$ cat config.mk
export PLATFORM = sky130hd
export DESIGN_NAME = vexec_collect
export DESIGN_NICKNAME = d
export VERILOG_FILES = /design/src/design/vexec_pkg.sv /design/src/design/vexec_collect.sv
export SDC_FILE = /design/constraint.sdc
export NUM_CORES = 1
export LEC_CHECK = 0
export ABC_AREA = 1
export BUFFER_PORTS_ARGS = -buffer_cell sky130_fd_sc_hd__buf_2
export CAP_MARGIN = 30
export CORE_MARGIN = 1.5
export CORE_UTILIZATION = 50
export CTS_BUF_LIST = sky130_fd_sc_hd__clkbuf_4 sky130_fd_sc_hd__clkbuf_8
export DETAILED_ROUTE_END_ITERATION = 16
export PLACE_DENSITY = 0.88
export RECOVER_POWER = 100
export SLEW_MARGIN = 5
export SYNTH_ARGS = -nofsm -noshare
export SYNTH_HDL_FRONTEND = slang
export SYNTH_SLANG_ARGS = --single-unit
$ cat constraint.sdc
create_clock -name CLK -period 12.8 [get_ports CLK]
set_clock_uncertainty 0.2 [all_clocks]
set_input_delay 1.92 -clock CLK [delete_from_list [all_inputs] [get_ports CLK]]
set_output_delay 1.92 -clock CLK [all_outputs]
set_load 0.01 [all_outputs]
$ cat src/design/vexec_pkg.sv
// element, opcode and functional-unit types shared by the
// dispatcher, the lanes and the collector
package vexec_pkg;

  localparam int ELEN = 32;  // element width

  typedef logic [ELEN-1:0] elem_t;  // one vector element

  // functional-unit selector
  typedef enum logic [1:0] {
    FU_ARITH = 2'd0,
    FU_MUL   = 2'd1,
    FU_DIV   = 2'd2
  } fu_type_e;

  typedef logic [2:0] vop_t;  // op code within one unit

  // arithmetic unit codes
  localparam vop_t OP_ADD = 3'd0;
  localparam vop_t OP_SUB = 3'd1;
  localparam vop_t OP_AND = 3'd2;
  localparam vop_t OP_OR  = 3'd3;
  localparam vop_t OP_XOR = 3'd4;
  localparam vop_t OP_MIN = 3'd5;  // signed
  localparam vop_t OP_MAX = 3'd6;  // signed

  // divide unit codes
  localparam vop_t OP_DIV = 3'd0;  // quotient
  localparam vop_t OP_REM = 3'd1;  // remainder

  // multiply unit takes no code, always low half of product

endpackage

$ cat src/design/vexec_collect.sv
`timescale 1ns/1ps
// result collector: waits on active lanes, captures the vector,
// four-phase output handshake
module vexec_collect #(
  parameter int NUM_LANES = 4
) (
  input  logic                             CLK,
  input  logic                             nRST,
  input  logic [NUM_LANES-1:0]             lane_valid,
  input  vexec_pkg::elem_t [NUM_LANES-1:0] lane_result,
  input  logic [NUM_LANES-1:0]             active_mask,
  input  logic                             issue,
  input  logic                             out_ack,
  output logic                             lane_take,
  output logic                             out_req,
  output vexec_pkg::elem_t [NUM_LANES-1:0] out_result
);

  typedef enum logic [1:0] {EMPTY, REQ, WAIT_ACK_LOW} state_e;

  state_e               state_q;
  logic                 pending_q;  // op issued, not yet collected
  logic [NUM_LANES-1:0] mask_q;
  logic                 all_valid;

  assign all_valid = &(lane_valid | ~mask_q);  // true at once for empty mask
  assign lane_take = pending_q && all_valid && (state_q == EMPTY);
  assign out_req   = (state_q == REQ);

  always_ff @(posedge CLK or negedge nRST) begin
    if (!nRST) begin
      state_q   <= EMPTY;
      pending_q <= 1'b0;
      mask_q    <= '0;
    end else begin
      if (issue) begin
        pending_q <= 1'b1;
        mask_q    <= active_mask;
      end else if (lane_take) begin
        pending_q <= 1'b0;
      end
      case (state_q)
        EMPTY:        if (lane_take) state_q <= REQ;
        REQ:          if (out_ack) state_q <= WAIT_ACK_LOW;
        WAIT_ACK_LOW: if (!out_ack) state_q <= EMPTY;  // register free again
        default:      state_q <= EMPTY;
      endcase
    end
  end

  // capture, idle lanes read zero
  always_ff @(posedge CLK) begin
    if (lane_take) begin
      for (int i = 0; i < NUM_LANES; i++) begin
        out_result[i] <= mask_q[i] ? lane_result[i] : '0;
      end
    end
  end

endmodule

==> impl_metrics.toml <==
[place]
dp_slack_ns = 7.464
hpwl_mm = 8.481
place_congestion = 0.7487
dpl-instance-area_mm2 = 0.006661
io_buffers = 269
dp.cells = 834

[synth]
synth_compound_area_frac = 0.002632
ys_types = 15
syn_inst = 444
synthAdderAreaFrac = 0
syn-cell-area_mm2 = 0.005230
avgSynthCellArea_um2 = 11.78
ys_seq_area_frac = 0.7684
yosys_warnings = 0
synth_top_family_by_area = "buffers and inverters"
ys_ff_latch = 135
yosys.area_share.simple = 0.1124
synth_mux_area_frac = 0
syn-num-nets = 584
synth-xor-area-share = 0

[floorplan]
fp.dieH_um = 105.3
pin_count = 270
dieArea_mm2 = 0.01108
core_area_mm2 = 0.01023
initial_core_util = 0.5112
die_width_um = 105.3
fp-row-count = 37

[routing]
ant_nets = 0
first_pass_iters = 5
drtIter0Drc = 212
detail_route.wl_per_cell_um = 13.29
drc_errors = 0
via_per_inst = 4.394
routed_wl_mm = 11.55
vias = 3818

[global_route]
busiest_layer = "met2"
antenna_found_initial = 0
gr-total-overflow = 0
grtUsageTotal = 0.2091
grt_pass1_vias = 3757
grt_use_met1 = 0.2355
grtUsageMet2 = 0.3754
use_met3 = 0.07112
grt_max_degree = 68
grt_pass1_wl_mm = 17.68

[timing]
setup_ws_ns = 5.552
max_freq_ghz = 0.1380
tightestPinTransition_ns = 3.313
hold_ws_ns = 0.2906
rsz0062_at_grt = "false"
finalMaxSlewViolations = 132
hold_viol = 0
period_share = 0.5662
finalSetupTns_ns = 0
period_minus_slack_ns = 7.248
max-slew-margin-rel = -1.209
setup_violations = 0

[clock_tree]
tritoncts = "done"
path_clk_slew_ns = 0.07
cts_sinks = 135
clock_latency_ns = 0.41
cts-buffers-inserted = 17
ctsResizeCount = 0
holdBufCountCts = 0
post_cts_buffers = 0
root_buffer = "clkbuf_8"
clk_path_buf_depth = 2
cts.htree.levels = 4

[worst_setup_path]
crit_required_ns = 10.68
endpoint = "lane_take"
arrival_ns = 5.13
cp_max_fo = 67
path_class = "primary input to output pin"
worst-r2r-cell-count = 6
regToRegEndpoint = "out_result[37]"
cp-end-kind = "output pin"
timing.rr.start = "mask_q[1]"
critPathLaunch = "lane_valid[1]"
startpoint_type = "primary input"
r2r_slack_ns = 6.60

[power_and_ir_drop]
ir_drop_mv = 0.09893
p_total_mw = 1.243
intPower_mw = 0.8808
clockPowerShare = 0.275
p_switching_mw = 0.3619
p_leak_nw = 3.629
switching_share = 0.2912
p_per_area_mw_per_mm2 = 178.4
pwr-share-seq = 0.532
pwr-share-comb = 0.193

[status]
status = "complete, but fails checks"
violations = "capacitance limit, slew limit"

[final_layout]
drive_above_1_share = 0.2374
final_cell_area_mm2 = 0.006967
area_growth_pct = 33.21
finalNetCount = 860
post-route-util = 0.6809
num_antenna_cells = 0
fin_cells = 869

[flow_run]
maxCapViolCount = 2

[hold_path]
hold_start = "pending_q"
hold_path_class = "flip-flop to flip-flop"
[worst min path at each step]
stage / depth (start not counted) / slack (ns) / endpoint
5_1_grt: 2 / 0.31 / pending_q
2_1_floorplan: 2 / 0.24 / pending_q
3_5_place_dp: 2 / 0.27 / pending_q
3_3_place_gp: 2 / 0.26 / pending_q
4_1_cts: 2 / 0.29 / pending_q
6_report: 2 / 0.29 / pending_q
[power groups by stage]
stage / combinational, mW / clock (mW) / sequential (mW)
after floorplan: 0.0803 / 0 / 0.715
after CTS: 0.258 / 0.350 / 0.653
after global routing: 0.263 / 0.366 / 0.671
after global placement: 0.251 / 0 / 0.656
final: 0.239 / 0.342 / 0.661
after detailed placement: 0.258 / 0 / 0.663
[synthesized netlist by cell type]
cell type  count  area, µm²
inv_1        136      510.5
edfxtp_1     128       3844
o21ai_2        1      8.760
nand3_1        1      5.000
nand3b_1       1      7.510
nor2_1         2      7.510
dfrtp_1        7      175.2
buf_2         13      65.06
buf_6          2      22.52
nand2_1      148      555.5
nand2_2        1      6.260
o21ai_0        1      5.000
inv_2          1      3.750
buf_4          1      7.510
nor2_2         1      6.260
[worst max-delay path, stage by stage]
cell	delay, ns
buf_2	0.10
inv_1	0.04
nand2_1	0.04
nand2_1	0.11
nor2_2	0.03
nand2_1	0.09
clkinvlp_2	2.10
clkbuf_1	0.65
[cell type report]
type	count	area [µm²]
sequential	135	4019
fill	823	3264
timing repair buffer	273	1265
multi-input combinational	156	599.3
inverter	137	515.5
clock buffer	20	269.0
tap	136	170.2
clock inverter	12	128.9
[sequential cells by signal, indices dropped and copies added (netlist names)]
signal,count
out_result,128
mask_q,4
state_q,2
pending_q,1
[routing by layer]
| layer | vias up | share of wire |
|---|---|---|
| met4 | 0 | 0.016 |
| li1 | 1879 | - |
| met5 | - | 0 |
| met1 | 1748 | 0.37 |
| met3 | 15 | 0.082 |
| met2 | 176 | 0.53 |
[layout by cell type (no fill, tap or decap), drive strengths merged]
master / netlist / layout
o21ai: 2 / 2
clkbuf: 0 / 155
dfrtp: 7 / 7
bufinv: 0 / 2
inv: 137 / 136
edfxtp: 128 / 128
clkinvlp: 0 / 7
clkinv: 0 / 4
nand3: 1 / 1
nand3b: 1 / 1
buf: 16 / 138
nand2: 149 / 149
nor2: 3 / 3
[kinds of logic (layout without fill, tap and decap cells)]
kind of cell           count (synthesis)  after routing
AO/OA/AOI/OAI                          2              2
buffers and inverters                153            442
flip-flops                           135            135
AND/OR/NAND/NOR                      154            154
Note: power is estimated with default switching activity, not from simulation.
