<file path="config.mk">
export PLATFORM = sky130hd
export DESIGN_NAME = vector_lane
export DESIGN_NICKNAME = d
export VERILOG_FILES = /design/src/design/vexec_pkg.sv /design/src/design/lane_divider.sv /design/src/design/vector_lane.sv
export SDC_FILE = /design/constraint.sdc
export NUM_CORES = 2
export LEC_CHECK = 0
export BUFFER_PORTS_ARGS = -buffer_cell sky130_fd_sc_hd__buf_2
export CAP_MARGIN = 20
export CORE_UTILIZATION = 55
export DETAILED_ROUTE_END_ITERATION = 16
export GPL_TIMING_DRIVEN = 0
export MAX_ROUTING_LAYER = met4
export PLACE_DENSITY = 0.79
export SYNTH_ARGS = -nofsm -noshare
export SYNTH_HDL_FRONTEND = slang
export SYNTH_HIERARCHICAL = 1
export SYNTH_SLANG_ARGS = --single-unit
</file>
<file path="constraint.sdc">
create_clock -name CLK -period 10.1 [get_ports CLK]
set_input_delay 0.505 -clock CLK [delete_from_list [all_inputs] [get_ports CLK]]
set_output_delay 0.505 -clock CLK [all_outputs]
set_load 0.01 [all_outputs]
</file>
<file path="src/design/vexec_pkg.sv">
// element, opcode and functional-unit types shared by the
// dispatcher, the lanes and the collector
package vexec_pkg;

  localparam int ELEN = 32;  // element width

  typedef logic [ELEN-1:0] elem_t;  // one vector element

  // functional-unit selector
  typedef enum logic [1:0] {
    FU_ARITH = 2'd0,
    FU_MUL   = 2'd1,
    FU_DIV   = 2'd2
  } fu_type_e;

  typedef logic [2:0] vop_t;  // op code within one unit

  // arithmetic unit codes
  localparam vop_t OP_ADD = 3'd0;
  localparam vop_t OP_SUB = 3'd1;
  localparam vop_t OP_AND = 3'd2;
  localparam vop_t OP_OR  = 3'd3;
  localparam vop_t OP_XOR = 3'd4;
  localparam vop_t OP_MIN = 3'd5;  // signed
  localparam vop_t OP_MAX = 3'd6;  // signed

  // divide unit codes
  localparam vop_t OP_DIV = 3'd0;  // quotient
  localparam vop_t OP_REM = 3'd1;  // remainder

  // multiply unit takes no code, always low half of product

endpackage

</file>
<file path="src/design/lane_divider.sv">
`timescale 1ns/1ps
// iterative signed divider, restoring on magnitudes, one bit per cycle
// RISC-V results for divide by zero and overflow
module lane_divider (
  input  logic             CLK,
  input  logic             nRST,
  input  logic             start,
  input  logic             rem_sel,
  input  vexec_pkg::elem_t dividend,
  input  vexec_pkg::elem_t divisor,
  output logic             done,
  output vexec_pkg::elem_t quotient_or_rem
);

  localparam int ELEN  = vexec_pkg::ELEN;
  localparam int CNT_W = $clog2(ELEN);

  typedef enum logic [1:0] {IDLE, RUN, FIX} state_e;

  state_e           state_q;
  logic [CNT_W-1:0] cnt_q;  // iterations left in RUN
  logic             load;
  vexec_pkg::elem_t rem_q, quo_q, div_q, dividend_q;
  logic             q_neg_q, r_neg_q, div_zero_q, ovf_q, rem_sel_q;
  vexec_pkg::elem_t a_mag, b_mag, step_rem, step_quo, step_div;
  logic [ELEN:0]    shifted, diff;
  vexec_pkg::elem_t next_rem, next_quo, q_fixed, r_fixed;

  assign load  = (state_q == IDLE) && start;
  assign a_mag = dividend[ELEN-1] ? -dividend : dividend;
  assign b_mag = divisor[ELEN-1] ? -divisor : divisor;

  // first step taken on the load edge straight from the inputs
  assign step_rem = (state_q == IDLE) ? '0 : rem_q;
  assign step_quo = (state_q == IDLE) ? a_mag : quo_q;
  assign step_div = (state_q == IDLE) ? b_mag : div_q;
  assign shifted  = {step_rem, step_quo[ELEN-1]};
  assign diff     = shifted - {1'b0, step_div};
  assign next_rem = diff[ELEN] ? shifted[ELEN-1:0] : diff[ELEN-1:0];  // restore on borrow
  assign next_quo = {step_quo[ELEN-2:0], ~diff[ELEN]};

  always_ff @(posedge CLK or negedge nRST) begin
    if (!nRST) begin
      state_q <= IDLE;
      cnt_q   <= '0;
    end else begin
      case (state_q)
        IDLE: if (start) begin
          state_q <= RUN;
          cnt_q   <= CNT_W'(ELEN - 2);  // remaining steps after load
        end
        RUN: if (cnt_q == '0) state_q <= FIX;
             else cnt_q <= cnt_q - 1'b1;
        FIX:     state_q <= IDLE;
        default: state_q <= IDLE;
      endcase
    end
  end

  always_ff @(posedge CLK) begin
    if (load) begin
      dividend_q <= dividend;
      div_q      <= b_mag;
      q_neg_q    <= dividend[ELEN-1] ^ divisor[ELEN-1];
      r_neg_q    <= dividend[ELEN-1];  // remainder follows dividend sign
      div_zero_q <= (divisor == '0);
      ovf_q      <= (dividend == {1'b1, {(ELEN-1){1'b0}}}) && (divisor == '1);
      rem_sel_q  <= rem_sel;
    end
    if (load || (state_q == RUN)) begin
      rem_q <= next_rem;
      quo_q <= next_quo;
    end
  end

  // sign fixup and corner cases
  always_comb begin
    q_fixed = q_neg_q ? -quo_q : quo_q;
    r_fixed = r_neg_q ? -rem_q : rem_q;
    if (div_zero_q) begin
      q_fixed = '1;
      r_fixed = dividend_q;
    end else if (ovf_q) begin
      q_fixed = dividend_q;
      r_fixed = '0;
    end
  end

  assign done            = (state_q == FIX);  // single FIX cycle
  assign quotient_or_rem = rem_sel_q ? r_fixed : q_fixed;

endmodule

</file>
<file path="src/design/vector_lane.sv">
`timescale 1ns/1ps
// one vector lane: arithmetic unit, two-stage multiplier,
// divider start logic and result select held until take
module vector_lane (
  input  logic                CLK,
  input  logic                nRST,
  input  logic                start,
  input  vexec_pkg::fu_type_e fu,
  input  vexec_pkg::vop_t     op,
  input  vexec_pkg::elem_t    src_a,
  input  vexec_pkg::elem_t    src_b,
  input  logic                take,
  output logic                valid,
  output vexec_pkg::elem_t    result
);

  localparam int ELEN = vexec_pkg::ELEN;
  localparam int HALF = ELEN / 2;

  vexec_pkg::fu_type_e fu_q;  // unit of the op in flight
  logic                au, mlu, dv;
  logic                div_start, div_done, mul_p1;
  vexec_pkg::elem_t    arith_res, arith_q;
  vexec_pkg::elem_t    mul_lo_q, mul_cross_q, mul_q;
  vexec_pkg::elem_t    div_res, div_q;

  // arithmetic unit, combinational
  always_comb begin
    case (op)
      vexec_pkg::OP_ADD: arith_res = src_a + src_b;
      vexec_pkg::OP_SUB: arith_res = src_a - src_b;
      vexec_pkg::OP_AND: arith_res = src_a & src_b;
      vexec_pkg::OP_OR:  arith_res = src_a | src_b;
      vexec_pkg::OP_XOR: arith_res = src_a ^ src_b;
      vexec_pkg::OP_MIN: arith_res = ($signed(src_a) < $signed(src_b)) ? src_a : src_b;
      vexec_pkg::OP_MAX: arith_res = ($signed(src_a) > $signed(src_b)) ? src_a : src_b;
      default:           arith_res = '0;
    endcase
  end

  assign div_start = start && (fu == vexec_pkg::FU_DIV);  // one-cycle strobe

  lane_divider u_div (
    .CLK             (CLK),
    .nRST            (nRST),
    .start           (div_start),
    .rem_sel         (op == vexec_pkg::OP_REM),
    .dividend        (src_a),
    .divisor         (src_b),
    .done            (div_done),
    .quotient_or_rem (div_res)
  );

  always_ff @(posedge CLK or negedge nRST) begin
    if (!nRST) begin
      fu_q   <= vexec_pkg::FU_ARITH;
      mul_p1 <= 1'b0;
      valid  <= 1'b0;
    end else begin
      mul_p1 <= start && (fu == vexec_pkg::FU_MUL);  // stage 1 occupied
      if (start) fu_q <= fu;
      if (take) valid <= 1'b0;
      else if ((start && (fu == vexec_pkg::FU_ARITH)) || mul_p1 || div_done) valid <= 1'b1;
    end
  end

  always_ff @(posedge CLK) begin
    if (start) begin
      arith_q     <= arith_res;
      // stage 1: low partial product and cross terms
      mul_lo_q    <= src_a[HALF-1:0] * src_b[HALF-1:0];
      mul_cross_q <= src_a[HALF-1:0] * src_b[ELEN-1:HALF] + src_a[ELEN-1:HALF] * src_b[HALF-1:0];
    end
    if (mul_p1) mul_q <= mul_lo_q + {mul_cross_q[HALF-1:0], {HALF{1'b0}}};  // stage 2
    if (div_done) div_q <= div_res;
  end

  // unit outputs ORed by latched type
  assign au  = (fu_q == vexec_pkg::FU_ARITH);
  assign mlu = (fu_q == vexec_pkg::FU_MUL);
  assign dv  = (fu_q == vexec_pkg::FU_DIV);

  assign result = ({ELEN{au}} & arith_q) | ({ELEN{mlu}} & mul_q) | ({ELEN{dv}} & div_q);

endmodule

</file>
==> impl_metrics.tcl <==
set metrics [dict create \
    synth_cells 4227 \
    viasPerCell 6.372 \
    post-dp-hpwl_mm 121.4 \
    synth_seq_cells 287 \
    final_cell_mix "inv_1, nand2_1, nor2_1" \
    fillCellCount 6024 \
    outcome "finished, final reports clean" \
    fin_nets 5170 \
    die_h_um 265.5 \
    seq_power_share 0.153 \
    hold_class "primary input to register" \
    power.switching_mw 8.648 \
    pin_count 106 \
    p_leak_nw 18.19 \
    p_comb_frac 0.787 \
    cts_made_buffers 27 \
    rsz0062_at_grt "false" \
    clkPwrFrac 0.060 \
    internal_power_mw 7.757 \
    final_hold_viol_count 0 \
    num_vias 33980 \
    area_delta_synth_final_pct 7.143 \
    cts_tree "built" \
    dp_cells 5270 \
    antenna_left 0 \
    fin_crit_sh 0.9212 \
    skew_ns 0.04346 \
    wl_per_cell_um 28.80 \
    core_area_mm2 0.06859 \
    cts.clk_slew.worst_paths_ns 0.07 \
    synth_edf_count 276 \
    synthFlopType "edfxtp_1" \
    synth.top_cell.area_share 0.2170 \
    yosysWarnings 6 \
    cp.arrival_ns 9.52 \
    std_cell_rows 96 \
    fmax_mhz 107.5 \
    yosys.area.top_type "edfxtp_1" \
    grt_max_degree 77 \
    relSlewSlack 0.1878 \
    drv_slew 0 \
    antenna_found_initial 15 \
    grtUsageTotal 0.4498 \
    cts_max_level 1 \
    power_density_mw_per_mm2 401.0 \
    reg2reg_slack_ns 3.04 \
    start_util 0.5568 \
    route.detailed.drc 0 \
    gp_congestion 1.082 \
    wirelength_mm 153.6 \
    layout_setup_ws_ns 0.7954 \
    end_kind "register" \
    worstMarginPinSlew_ns 1.188 \
    drtIter0Drc 4749 \
    dp_worst_setup_slack_ns 0.6815 \
    mostFrequentLayoutCell "inv_1" \
    finalCriticalPeriod_ns 9.305 \
    finalSetupTns_ns 0 \
    syn_area_per_cell_um2 9.034 \
    worstPathRequired_ns 10.31 \
    crit_top_cell "fa_1" \
    grt_pass1_wl_mm 221.6 \
    port_buffers 104 \
    cp_cell_sequence "buf_2, clkbuf_1, clkbuf_1, nand2_1, fa_1, inv_1, fa_1, fa_1, fa_1, fa_1, inv_1, fa_1, inv_1, ha_1, a21oi_1, nand2_1, a2111oi_2, nor3_1, o211ai_1, a31oi_1, xor2_1" \
    synth_nets 5027 \
    crit_path_top_delay_cell "a2111oi_2" \
    maxCapViolations 0 \
    register_area_mm2 0.008563 \
    multi_input_area_mm2 0.02657 \
    critical_path_class "primary input to register" \
    insertion_delay_ns 0.59 \
    crit_path_start_kind "primary input" \
    setup_viol 0 \
    instances_no_fill 5332 \
    swShare 0.5271 \
    die_w_um 265.5 \
    die_area_mm2 0.07049 \
    yosys.cell_types.count 101 \
    critPathMaxStageDelay_ns 0.96 \
    cp_max_fo 10 \
    drive_gt1_frac 0.05673 \
    synth_area_leaders "edfxtp_1, fa_1, ha_1, inv_1, nand2_1" \
    cts_buffer_depth 3 \
    irDropWorstVdd_mv 0.8650 \
    cts.root.buffer_cell "clkbuf_16" \
    synthArstFlopShare 0.03833 \
    grt_pass1_vias 32890 \
    firstDrtPassIters 9 \
    cts_setup_buffers 0 \
    grt_overflow_total 0 \
    synth_area_mm2 0.03819 \
    ys_seq_area_frac 0.2242 \
    clock-sinks 287 \
]
[cells by family after synthesis]
kind of cell / count (synthesis) / share of synthesized area
flops: 287 / 0.2242
fa+ha+maj: 727 / 0.3133
compound gates: 818 / 0.1406
mux: 153 / 0.04158
xor+xnor: 283 / 0.06491
buf+inv: 798 / 0.08047
simple gates: 1161 / 0.1349
[state kept, by name, summed over array words and instances (netlist names), 2 cells and up]
register,count
u_div/div_q,32
u_div/rem_q,32
fu_q,2
div_q,32
mul_lo_q,32
mul_cross_q,16
arith_q,32
u_div/state_q,2
mul_q,32
u_div/cnt_q,5
u_div/dividend_q,32
u_div/quo_q,32
[cell usage after synthesis (15+ instances only)]
| library cell | count |
|---|---|
| ha_1 | 345 |
| nand2b_1 | 20 |
| fa_1 | 382 |
| nand2_1 | 436 |
| a21o_1 | 39 |
| nor2b_1 | 17 |
| mux2_2 | 35 |
| o21bai_1 | 19 |
| and2_1 | 42 |
| nor4_1 | 15 |
| nand3_1 | 34 |
| xor2_1 | 132 |
| o41ai_1 | 21 |
| nand4_1 | 24 |
| nor2_1 | 423 |
| o211ai_1 | 25 |
| o31ai_1 | 45 |
| o21a_1 | 19 |
| nor3_1 | 55 |
| xnor2_1 | 151 |
| a31oi_1 | 18 |
| buf_1 | 17 |
| clkinv_1 | 21 |
| clkbuf_1 | 177 |
| or4_1 | 24 |
| edfxtp_1 | 276 |
| inv_1 | 561 |
| a21oi_1 | 209 |
| a211oi_1 | 25 |
| mux2i_1 | 117 |
| or3_1 | 19 |
| o21ai_0 | 217 |
| o22a_1 | 32 |
| o221ai_1 | 17 |
[layout make-up]
class	instances	share of cell area
clock buffer	31	0.01688
timing repair buffer	114	0.01670
multi-input combinational	3142	0.6494
inverter	587	0.05391
buffer	211	0.02125
clock inverter	17	0.003333
tap	931	0.02847
sequential	287	0.2093
antenna	12	0.0007339
[per-stage QoR]
step / utilization / hold WS [ns] / power [mW] / cell area, um2
5_1_grt: 0.5965 / 0.08748 / 17.53 / 40910
3_5_place_dp: 0.5838 / 0.3834 / 15.02 / 40040
4_1_cts: 0.5960 / 0.07724 / 16.08 / 40880
3_3_place_gp: 0.5813 / 0.3815 / 14.74 / 39870
6_report: 0.5965 / 0.09631 / 16.40 / 40910
2_1_floorplan: - / 0.2094 / 10.89 / 38190
[critical path, delay by kind of cell]
family / cells / cell delay, ns
XOR/XNOR: 1 / 0.85
buffers and inverters: 6 / 2.05
AND/OR/NAND/NOR: 3 / 0.63
AO/OA/AOI/OAI: 4 / 2.01
adder cells (fa/ha/maj): 7 / 3.46
[final timing paths]
kind | from | endpoint | cells after the start
worst max-delay path | src_a[8] | mul_lo_q[28] | 21
worst min-delay path | take | valid | 2
worst max register to register | u_div/state_q[0] | u_div/rem_q[26] | 20
worst min register to register | mul_lo_q[5] | mul_q[5] | 0
max in group asynchronous | nRST | u_div/cnt_q[0] | 2
min in group asynchronous | nRST | u_div/cnt_q[1] | 2
[repair_timing]
item | 4_1_cts | 5_1_grt
hold endpoints to repair | 11 | 0
hold buffers | 1 | 0
resized for setup | 0 | 0
[per-layer routing]
layer / vias up / global-route usage / wire length, um
li1: 14550 / - / -
met3: 520 / 0.1027 / 18870
met1: 16590 / 0.5855 / 59930
met5: - / - / 0
met4: 0 / 0.2464 / 10070
met2: 2310 / 0.6494 / 64680
[power groups by stage]
stage	clock network, mW	logic, mW	registers [mW]
3_3_place_gp	0	12.2	2.52
6_report	0.985	12.9	2.50
2_1_floorplan	0	8.45	2.43
3_5_place_dp	0	12.5	2.52
5_1_grt	1.03	14.0	2.53
4_1_cts	0.991	12.6	2.50
Note: power is estimated with default switching activity, not from simulation.
