$ cat config.mk
export PLATFORM = sky130hd
export DESIGN_NAME = vexec_dispatch
export DESIGN_NICKNAME = d
export VERILOG_FILES = /design/src/design/vexec_pkg.sv /design/src/design/vexec_dispatch.sv
export SDC_FILE = /design/constraint.sdc
export NUM_CORES = 1
export LEC_CHECK = 0
export ABC_AREA = 1
export BUFFER_PORTS_ARGS = -buffer_cell sky130_fd_sc_hd__buf_4
export CAP_MARGIN = 25
export CORE_AREA = 2 2 209 211
export DETAILED_ROUTE_END_ITERATION = 10
export DIE_AREA = 0 0 211 213
export SETUP_SLACK_MARGIN = 0.4
export SLEW_MARGIN = 40
export SYNTH_ARGS = -nofsm -noshare
export SYNTH_HDL_FRONTEND = slang
export SYNTH_SLANG_ARGS = --single-unit
$ cat constraint.sdc
create_clock -name CLK -period 9.4 [get_ports CLK]
set_clock_uncertainty 0.05 [all_clocks]
set_input_delay 1.41 -clock CLK [delete_from_list [all_inputs] [get_ports CLK]]
set_output_delay 1.41 -clock CLK [all_outputs]
set_load 0.01 [all_outputs]
$ cat src/design/vexec_pkg.sv
// element, opcode and functional-unit types shared by the
// dispatcher, the lanes and the collector
package vexec_pkg;

  localparam int ELEN = 32;  // element width

  typedef logic [ELEN-1:0] elem_t;  // one vector element

  // functional-unit selector
  typedef enum logic [1:0] {
    FU_ARITH = 2'd0,
    FU_MUL   = 2'd1,
    FU_DIV   = 2'd2
  } fu_type_e;

  typedef logic [2:0] vop_t;  // op code within one unit

  // arithmetic unit codes
  localparam vop_t OP_ADD = 3'd0;
  localparam vop_t OP_SUB = 3'd1;
  localparam vop_t OP_AND = 3'd2;
  localparam vop_t OP_OR  = 3'd3;
  localparam vop_t OP_XOR = 3'd4;
  localparam vop_t OP_MIN = 3'd5;  // signed
  localparam vop_t OP_MAX = 3'd6;  // signed

  // divide unit codes
  localparam vop_t OP_DIV = 3'd0;  // quotient
  localparam vop_t OP_REM = 3'd1;  // remainder

  // multiply unit takes no code, always low half of product

endpackage

$ cat src/design/vexec_dispatch.sv
`timescale 1ns/1ps
// operation dispatcher: four-phase input handshake, operand latch,
// lane start strobes and active-lane mask
module vexec_dispatch #(
  parameter int NUM_LANES = 4
) (
  input  logic                                   CLK,
  input  logic                                   nRST,
  input  logic                                   in_req,
  input  vexec_pkg::fu_type_e                    in_fu_type,
  input  vexec_pkg::vop_t                        in_op,
  input  logic [$clog2(NUM_LANES+1)-1:0]         in_vl,
  input  vexec_pkg::elem_t [NUM_LANES-1:0]       in_src_a,
  input  vexec_pkg::elem_t [NUM_LANES-1:0]       in_src_b,
  input  logic                                   lane_take,
  output logic                                   in_ack,
  output logic [NUM_LANES-1:0]                   lane_start,
  output logic [NUM_LANES-1:0]                   active_mask,
  output logic                                   issue,
  output vexec_pkg::fu_type_e                    op_fu,
  output vexec_pkg::vop_t                        op_code,
  output vexec_pkg::elem_t [NUM_LANES-1:0]       op_src_a,
  output vexec_pkg::elem_t [NUM_LANES-1:0]       op_src_b
);

  typedef enum logic [1:0] {IDLE, ACKED, WAIT_REQ_LOW} state_e;

  state_e               state_q;
  logic                 lanes_busy;  // set on issue, freed by collector
  logic [NUM_LANES-1:0] vl_mask;
  logic                 accept;

  // thermometer decode, lane i active when i < vl
  always_comb begin
    for (int i = 0; i < NUM_LANES; i++) begin
      vl_mask[i] = (i < int'(in_vl));
    end
  end

  assign accept = (state_q == IDLE) && in_req && !lanes_busy;
  assign in_ack = (state_q != IDLE);  // high from accept until req seen low

  always_ff @(posedge CLK or negedge nRST) begin
    if (!nRST) begin
      state_q     <= IDLE;
      lanes_busy  <= 1'b0;
      lane_start  <= '0;
      active_mask <= '0;
      issue       <= 1'b0;
    end else begin
      lane_start <= '0;    // strobes default low
      issue      <= 1'b0;
      case (state_q)
        IDLE: if (accept) begin
          state_q     <= ACKED;
          lane_start  <= vl_mask;  // empty mask when vl is zero
          active_mask <= vl_mask;
          issue       <= 1'b1;
        end
        ACKED:        state_q <= in_req ? WAIT_REQ_LOW : IDLE;
        WAIT_REQ_LOW: if (!in_req) state_q <= IDLE;  // ack drops here
        default:      state_q <= IDLE;
      endcase
      if (accept) lanes_busy <= 1'b1;
      else if (lane_take) lanes_busy <= 1'b0;
    end
  end

  // operands held stable for the lanes after the handshake ends
  always_ff @(posedge CLK) begin
    if (accept) begin
      op_fu    <= in_fu_type;
      op_code  <= in_op;
      op_src_a <= in_src_a;
      op_src_b <= in_src_b;
    end
  end

endmodule

==> results of run 1 <==
-- how the worst max path moves through the flow --
stage	start	to	slack (ns)
2_1_floorplan	in_req	op_code[0]	3.57
3_3_place_gp	in_req	op_src_b[125]	5.77
3_5_place_dp	in_req	op_src_a[76]	5.80
4_1_cts	in_req	op_src_b[49]	6.36
5_1_grt	in_req	op_src_b[26]	6.38
6_report	in_req	op_src_b[40]	6.52
-- layout by cell type, fill, tap and decap left out, drive strengths merged --
master / n
buf: 542
edfxtp: 261
clkbuf: 44
nand2: 17
inv: 13
dfrtp: 12
clkinv: 10
nor2: 7
bufinv: 3
nand3: 2
o21ai: 2
clkinvlp: 2
-- worst register-to-register path, stage by stage, from the launching register on --
cell and delay [ns]:
dfrtp_1 0.41, inv_2 0.07, nand2_2 0.07, nor2_4 0.12, buf_4 0.54, buf_6 0.65
-- logic make-up (layout without fill, tap and decap cells) --
| group | count (synthesis) | count (layout) | synth area share (%) |
|---|---|---|---|
| AO/OA/AOI/OAI | 2 | 2 | 0.120 |
| buffers and inverters | 11 | 614 | 0.497 |
| flip-flops | 273 | 273 | 97.9 |
| AND/OR/NAND/NOR | 26 | 26 | 1.50 |
-- layer usage --
layer,vias up,wire [µm]
li1,2382,-
met1,2531,9380
met2,329,13100
met3,45,2960
met4,2,663
met5,-,9
-- sequential cells by signal (all words and copies together) (netlist names) --
name / flops
active_mask: 4
issue: 1
lane_start: 4
lanes_busy: 1
op_code: 3
op_fu: 2
op_src_a: 128
op_src_b: 128
state_q: 2
-- through the flow --
stage	power [mW]	utilization (%)	hold slack, ns
2_1_floorplan	2.02	-	0.457
3_3_place_gp	2.50	30.6	0.411
3_5_place_dp	2.52	30.6	0.422
4_1_cts	3.81	33.1	0.438
5_1_grt	3.91	33.2	0.471
6_report	3.74	33.2	0.433
-- power by group through the flow --
stage	clock network [mW]	registers (mW)	logic [mW]
2_1_floorplan	0	1.89	0.129
3_3_place_gp	0	1.75	0.749
3_5_place_dp	0	1.76	0.758
4_1_cts	1.32	1.74	0.758
5_1_grt	1.36	1.75	0.798
6_report	1.27	1.73	0.741
-- cell type report --
type                    count  area share, %
flip-flops and latches    273           57.5
repair buffers            542           28.8
clock buffers              44           6.43
well taps                 546           4.83
clock inverters            17           1.20
multi-input cells          28          0.954
inverters                  11          0.292
==> results.sh, run 1 <==
export IMPL_finish_net_count=1158
export IMPL_internal_power_mw=2.76
export IMPL_finalSetupViolations=0
export IMPL_hold_end="active_mask[2]"
export IMPL_worstPathRequired_ns=9.49
export IMPL_met3_usage_pct=4.84
export IMPL_die_width_um=211
export IMPL_cts_root_buf="clkbuf_16"
export IMPL_synth_top_area_share_pct=94.3
export IMPL_dpl_worst_slack_ns=5.80
export IMPL_grt_max_degree=83
export IMPL_start_kind="input pin"
export IMPL_port_buffer_count=538
export IMPL_routed_wl_um=26100
export IMPL_cp_cell_sequence="buf_4 > nand2_2 > nor2_4 > buf_4 > buf_6"
export IMPL_powerDensity_nw_per_um2=264
export IMPL_ys_seq_area_share_pct=97.9
export IMPL_wl_per_cell_um=17.9
export IMPL_fin_crit_ns=2.88
export IMPL_p_sw_mw=0.978
export IMPL_syn_area_per_cell_um2=26.6
export IMPL_fin_crit_sh_pct=30.6
export IMPL_netlist_instances=312
export IMPL_synth_most_common_cell="edfxtp_1"
export IMPL_multi_input_area_um2=135
export IMPL_cp_arrival_ns=2.98
export IMPL_cp_depth=5
export IMPL_crit_fanout=82
export IMPL_crit_top_cell="buf_4"
export IMPL_setup_worst_path_class="input pin to register"
export IMPL_tightestPinTransition_ns=0.751
export IMPL_yosys_warnings=0
export IMPL_vias_per_cell=3.62
export IMPL_numCtsBuffers=34
export IMPL_core_area_um2=42700
export IMPL_cts_setup_buffers=0
export IMPL_use_met2_pct=18.3
export IMPL_p_comb_share_pct=19.8
export IMPL_end_kind="register"
export IMPL_clock_latency_ns=0.52
export IMPL_htree_levels=2
export IMPL_fp_dieArea_um2=44900
export IMPL_maxCapViolations=0
export IMPL_reg2reg_to="op_src_b[40]"
export IMPL_vias=5289
export IMPL_cp_slowest_cell="buf_6"
export IMPL_cts_tree="done"
export IMPL_critical_path_max_stage_delay_ns=0.64
export IMPL_final_cell_area_um2=14200
export IMPL_syn_area_um2=8310
export IMPL_critPathTopFamily="buffers and inverters"
export IMPL_top_usage_layer="met2"
export IMPL_clkPwrFrac_pct=33.9
export IMPL_regToRegSetupSlack_ns=7.02
export IMPL_outcome="finished, final reports clean"
export IMPL_place_area_um2=13100
export IMPL_drive_gt1_share_pct=65.2
export IMPL_setup_slack_ns=6.52
export IMPL_gp_congestion=0.787
export IMPL_clock_path_buffers=3
export IMPL_hpwl_um=20000
export IMPL_synthTopCellsByCount="edfxtp_1 (261), nand2_1 (14), dfrtp_1 (12)"
export IMPL_critPathBufInv=3
export IMPL_die_y_um=213
export IMPL_num_rows=76
export IMPL_hold_depth=2
export IMPL_grt_pass1_vias=5657
export IMPL_stdcell_count=1461
export IMPL_vdd_ir_drop_max_mv=0.135
export IMPL_area_delta_synth_final_pct=70.3
export IMPL_fmax_ghz=0.347
export IMPL_hold_viol_final=0
export IMPL_tns_ns=0
export IMPL_seq_power_share_pct=46.3
export IMPL_ys_seq_elements=273
export IMPL_drcViolationCount=0
export IMPL_start_util_pct=19.5
export IMPL_post_cts_resized=0
export IMPL_r2r_cells=5
export IMPL_min_delay_start="active_mask[2]"
export IMPL_regArea_um2=8140
export IMPL_gr_usage_all_layers_pct=10.8
export IMPL_leakage_nw=5.85
export IMPL_fillers=4158
export IMPL_synth_largest_area_cell="edfxtp_1"
export IMPL_met1_usage_pct=11.7
export IMPL_synth_ff_type="edfxtp_1"
export IMPL_swShare_pct=26.2
export IMPL_dpl_cell_count=1400
export IMPL_clk_pin_slew_worst_paths_ns=0.06
export IMPL_antenna_found_initial=2
export IMPL_synthTopCellsByArea="edfxtp_1 (94%), dfrtp_1 (3.6%), nand2_1 (0.63%)"
export IMPL_drv_slew=0
export IMPL_grt_setup_unrepaired="false"
export IMPL_gr_total_overflow=0
export IMPL_relSlewSlack_pct=49.9
export IMPL_clock_sinks=273
export IMPL_postRouteAntennaNets=0
export IMPL_n_antenna_cell=0
export IMPL_drt_pass1_iterations=4
export IMPL_synth_edff_count=261
export IMPL_grt_pass1_wl_um=35100
export IMPL_r2r_start="lanes_busy"
export IMPL_synthArstFlopShare_pct=4.40
export IMPL_syn_nets=580
export IMPL_io_pins=539
export IMPL_synth_cell_types=11
export IMPL_hold_path_class="register to register"
export IMPL_cts_hold_buf=0
export IMPL_drtIter0Drc=314
(Power assumes the default switching activity.)
==> run 2, diff against run 1 <==
--- a/config.mk
+++ b/config.mk
@@ -8,9 +8,9 @@
 export ABC_AREA = 1
 export BUFFER_PORTS_ARGS = -buffer_cell sky130_fd_sc_hd__buf_4
 export CAP_MARGIN = 25
-export CORE_AREA = 2 2 209 211
+export CORE_AREA = 2 2 210 212
 export DETAILED_ROUTE_END_ITERATION = 10
-export DIE_AREA = 0 0 211 213
+export DIE_AREA = 0 0 212 214
 export SETUP_SLACK_MARGIN = 0.4
 export SLEW_MARGIN = 40
 export SYNTH_ARGS = -nofsm -noshare
==> constraint.sdc (replaced) <==
create_clock -name CLK -period 2.85 [get_ports CLK]
set_clock_uncertainty 0.05 [all_clocks]
set_input_delay 0.4275 -clock CLK [delete_from_list [all_inputs] [get_ports CLK]]
set_output_delay 0.4275 -clock CLK [all_outputs]
set_load 0.01 [all_outputs]
==> results.sh, run 2 (same netlist as run 1, synthesis figures left out) <==
export IMPL_critPathTopFamily="buffers and inverters"
export IMPL_drcViolationCount=0
export IMPL_final_common_cell="buf_4"
export IMPL_clk_pin_slew_worst_paths_ns=0.06
export IMPL_tns_ns=0
export IMPL_regArea_um2=8140
export IMPL_relSlewSlack_pct=52.8
export IMPL_num_rows=76
export IMPL_core_area_um2=42900
export IMPL_crit_fanout=77
export IMPL_drv_slew=0
export IMPL_leakage_nw=6.92
export IMPL_finish_net_count=1419
export IMPL_cp_arrival_ns=1.97
export IMPL_grt_pass1_wl_um=41200
export IMPL_hold_slack_ns=0.0504
export IMPL_hold_path_class="input pin to register"
export IMPL_vias_per_cell=3.57
export IMPL_area_delta_synth_final_pct=102
export IMPL_critical_path_max_stage_delay_ns=0.41
export IMPL_final_cell_mix="buf_4 (541), dlygate4sd3_1 (262), edfxtp_1 (261), clkbuf_16 (31), nand2_1 (14)"
export IMPL_end_kind="register"
export IMPL_drtIter0Drc=273
export IMPL_antenna_found_initial=1
export IMPL_vias=6288
export IMPL_gr_total_overflow=0
export IMPL_gp_congestion=0.767
export IMPL_fp_dieArea_um2=45400
export IMPL_clock_latency_ns=0.57
export IMPL_die_y_um=214
export IMPL_powerDensity_nw_per_um2=737
export IMPL_port_buffer_count=538
export IMPL_drt_pass1_iterations=4
export IMPL_numCtsBuffers=31
export IMPL_htree_levels=1
export IMPL_place_area_um2=13200
export IMPL_gr_usage_all_layers_pct=11.9
export IMPL_multi_input_area_um2=135
export IMPL_grt_pass1_vias=7091
export IMPL_outcome="finished, final reports clean"
export IMPL_cp_cell_sequence="inv_2 > nand2_2 > nor2_4 > buf_12 > buf_12"
export IMPL_clock_sinks=273
export IMPL_grt_setup_unrepaired="false"
export IMPL_tightestPinTransition_ns=0.709
export IMPL_hpwl_um=19300
export IMPL_fmax_ghz=0.550
export IMPL_wl_per_cell_um=16.3
export IMPL_fillers=3857
export IMPL_grt_max_degree=115
export IMPL_cts_tree="done"
export IMPL_fin_crit_sh_pct=63.8
export IMPL_cp_slowest_cell="dfrtp_1"
export IMPL_drive_gt1_share_pct=50.4
export IMPL_io_pins=539
export IMPL_die_width_um=212
export IMPL_crit_top_cell="buf_12"
export IMPL_vdd_ir_drop_max_mv=0.508
export IMPL_start_util_pct=19.4
export IMPL_final_cell_area_um2=16800
export IMPL_top_regs="op_src_a (128), op_src_b (128)"
export IMPL_start_kind="register"
export IMPL_critPathBufInv=3
export IMPL_hold_viol_final=0
export IMPL_setup_worst_path_class="register to register"
export IMPL_postRouteAntennaNets=0
export IMPL_worstPathRequired_ns=3.01
export IMPL_cts_root_buf="clkbuf_16"
export IMPL_finalSetupViolations=0
export IMPL_clock_path_buffers=3
export IMPL_routed_wl_um=28600
export IMPL_fin_crit_ns=1.82
export IMPL_maxCapViolations=0
-- run 2: changes by cell type in the layout (fill, tap and decap cells not counted), sizes merged --
cell / change
clkinvlp: -2
diode: +1
inv: +1
dlygate4sd3: +262
buf: +2
clkinv: +1
clkbuf: -5
-- run 2: power breakdown --
part / switching (mW) / internal [mW] / leakage, nW
logic: 1.41 / 1.40 / 3.86
clock network: 1.57 / 2.26 / 0.472
registers: 0.267 / 5.44 / 2.59
-- run 2: timing repair --
item,in CTS,in global routing
hold buffers,262,0
endpoints found under the hold margin,273,0
buffers inserted,0,0
resized for setup,0,0
-- run 2: area by class of cell --
class                      count  share of cell area, %
clock inverter                17                  0.985
clock buffer                  39                   4.81
tap                          585                   4.37
antenna                        1                 0.0149
sequential                   273                   48.5
timing repair buffer         806                   40.2
inverter                      11                  0.246
multi-input combinational     28                  0.806
-- run 2: metal layers --
| layer | vias up | share of wire (%) | global-route usage [%] |
|---|---|---|---|
| met1 | 2988 | 35 | 12.1 |
| met4 | 0 | 3.1 | 4.65 |
| li1 | 2908 | - | - |
| met2 | 343 | 52 | 22.0 |
| met3 | 49 | 10 | 4.35 |
| met5 | - | 0 | 0 |
-- run 2: worst paths after layout --
check                                from             end  slack (ns)  cells after the start
max reg2reg                    lanes_busy    op_src_a[97]        1.03                      5
min                          in_src_b[56]    op_src_b[56]        0.05                      1
min in group asynchronous            nRST      state_q[1]        0.19                      2
max in group asynchronous            nRST  active_mask[3]        2.41                      2
max                            lanes_busy    op_src_a[97]        1.03                      5
min reg2reg                active_mask[3]  active_mask[3]        0.44                      2
-- run 2: per-stage QoR --
step	cells	util, %	setup slack (ns)	power [mW]
finish	1760	39.1	1.03	12.4
global route	1759	39.1	0.935	12.9
CTS	1759	39.1	1.02	12.5
detailed placement	1441	30.7	0.965	8.32
global placement	1441	30.7	0.985	8.28
floorplan	312	-	-2.07	6.67
-- run 2: worst reg2reg max path: stages (launching register included) --
cell and delay (ns):
dfrtp_1 0.41, inv_2 0.08, nand2_2 0.07, nor2_4 0.17, buf_12 0.21, buf_12 0.39
==> run 3, diff against run 2 <==
==> constraint.sdc (replaced) <==
create_clock -name CLK -period 1.9 [get_ports CLK]
set_clock_uncertainty 0.05 [all_clocks]
set_input_delay 0.285 -clock CLK [delete_from_list [all_inputs] [get_ports CLK]]
set_output_delay 0.285 -clock CLK [all_outputs]
set_load 0.01 [all_outputs]
==> results.sh, run 3 (same netlist as run 1, synthesis figures left out) <==
export IMPL_outcome="finished, final reports clean"
export IMPL_hold_path_class="input pin to register"
export IMPL_tightestPinTransition_ns=0.216
export IMPL_p_sw_mw=5.01
export IMPL_internal_power_mw=14.4
export IMPL_vias=6427
export IMPL_fin_crit_sh_pct=83.3
export IMPL_grt_pass1_wl_um=41900
export IMPL_setup_worst_path_class="register to register"
export IMPL_drv_slew=0
export IMPL_dpl_cell_count=1461
export IMPL_grt_setup_unrepaired="true"
export IMPL_fillers=3762
export IMPL_hold_depth=5
export IMPL_end_kind="register"
export IMPL_maxCapViolations=0
export IMPL_crit_fanout=16
export IMPL_start_kind="register"
export IMPL_finish_net_count=1461
export IMPL_wl_per_cell_um=16.7
export IMPL_worstPathRequired_ns=2.11
export IMPL_cts_tree="done"
export IMPL_die_width_um=212
export IMPL_gr_total_overflow=0
export IMPL_drtIter0Drc=244
export IMPL_postRouteAntennaNets=0
export IMPL_drt_pass1_iterations=4
export IMPL_drcViolationCount=0
export IMPL_vias_per_cell=3.57
export IMPL_htree_levels=1
export IMPL_r2r_cells=6
export IMPL_fin_crit_ns=1.58
export IMPL_final_cell_mix="buf_4 (548), dlygate4sd3_1 (267), edfxtp_1 (261), clkbuf_16 (34), buf_6 (21)"
export IMPL_start_util_pct=19.4
export IMPL_place_area_um2=13300
export IMPL_drive_gt1_share_pct=52.3
export IMPL_clock_latency_ns=0.55
export IMPL_clk_pin_slew_worst_paths_ns=0.06
export IMPL_area_delta_synth_final_pct=109
export IMPL_final_cell_area_um2=17400
export IMPL_die_y_um=214
export IMPL_stdcell_count=1801
export IMPL_vdd_ir_drop_max_mv=0.746
export IMPL_numCtsBuffers=29
export IMPL_hold_viol_final=0
export IMPL_clock_sinks=273
export IMPL_fmax_ghz=0.632
export IMPL_gr_usage_all_layers_pct=12.2
export IMPL_hpwl_um=20100
export IMPL_clock_path_buffers=3
export IMPL_io_pins=539
export IMPL_relSlewSlack_pct=85.6
export IMPL_cp_arrival_ns=1.79
export IMPL_routed_wl_um=30000
export IMPL_core_area_um2=42900
export IMPL_powerDensity_nw_per_um2=1120
export IMPL_antenna_found_initial=1
export IMPL_clkPwrFrac_pct=30.0
export IMPL_cts_root_buf="clkbuf_16"
export IMPL_swShare_pct=25.8
export IMPL_p_comb_share_pct=25.9
export IMPL_grt_max_degree=33
export IMPL_gp_congestion=0.792
export IMPL_finalSetupViolations=0
export IMPL_leakage_nw=7.23
export IMPL_final_common_cell="buf_4"
export IMPL_port_buffer_count=538
export IMPL_grt_pass1_vias=7241
export IMPL_top_regs="op_src_a (128), op_src_b (128)"
export IMPL_num_rows=76
export IMPL_fp_dieArea_um2=45400
export IMPL_seq_power_share_pct=44.1
-- run 3: power by group through the flow --
stage / logic, mW / registers [mW] / clock network (mW)
final: 5.04 / 8.56 / 5.81
after global routing: 5.37 / 8.67 / 6.22
after CTS: 4.67 / 8.55 / 5.97
after detailed placement: 4.04 / 8.65 / 0
after global placement: 4.01 / 8.64 / 0
after floorplan: 0.631 / 9.35 / 0
-- run 3: final timing paths --
path	startpoint	endpoint	slack, ns
worst min-delay path	in_vl[1]	lane_start[1]	0.05
worst max register to register	lanes_busy	op_src_b[120]	0.32
min in group asynchronous	nRST	lane_start[2]	0.06
worst min register to register	active_mask[2]	active_mask[2]	0.43
worst max-delay path	lanes_busy	op_src_b[120]	0.32
max in group asynchronous	nRST	issue	1.58
-- run 3: cell type report --
| class | count | area [µm²] | area share (%) |
|---|---|---|---|
| clock inverter | 13 | 171 | 0.986 |
| multi-input combinational | 28 | 140 | 0.806 |
| antenna | 1 | 2.50 | 0.0144 |
| timing repair buffer | 850 | 7350 | 42.2 |
| clock buffer | 40 | 817 | 4.70 |
| sequential | 273 | 8140 | 46.8 |
| tap | 585 | 732 | 4.21 |
| inverter | 11 | 41.3 | 0.237 |
-- run 3: layer usage --
layer | vias up | share of wire, % | GRT usage [%]
li1 | 2994 | - | -
met1 | 3033 | 35 | 12.3
met2 | 356 | 53 | 23.1
met3 | 44 | 9.8 | 4.74
met4 | 0 | 2.4 | 3.38
met5 | - | 0 | 0
-- run 3: what timing repair did --
action / CTS / global route
resized for setup: 18 / 16
endpoints found under the hold margin: 281 / 0
setup buffers: 2 / 10
pin swaps: 2 / 2
hold buffers: 267 / 0
cloned: 1 / 6
endpoints found under the setup margin: 235 / 257
-- run 3: worst max-delay path, cell delays in order, from the launching register on --
cell and delay (ns):
dfrtp_1 0.41, inv_2 0.07, nand2_2 0.07, nor2_4 0.14
buf_4 0.15, buf_12 0.17, clkbuf_16 0.20
-- run 3: metrics by stage --
| step | setup WS [ns] | power (mW) | TNS (ns) | util (%) | hold WS [ns] |
|---|---|---|---|---|---|
| after floorplan | -3.02 | 9.98 | -800.21 | - | -0.0606 |
| after global placement | 0.282 | 12.6 | 0 | 31.1 | 0.0839 |
| after detailed placement | 0.273 | 12.7 | 0 | 31.1 | 0.0827 |
| after CTS | 0.304 | 19.2 | 0 | 39.9 | 0.0139 |
| after global routing | 0.249 | 20.3 | 0 | 40.5 | 0.0564 |
| final | 0.317 | 19.4 | 0 | 40.5 | 0.0456 |
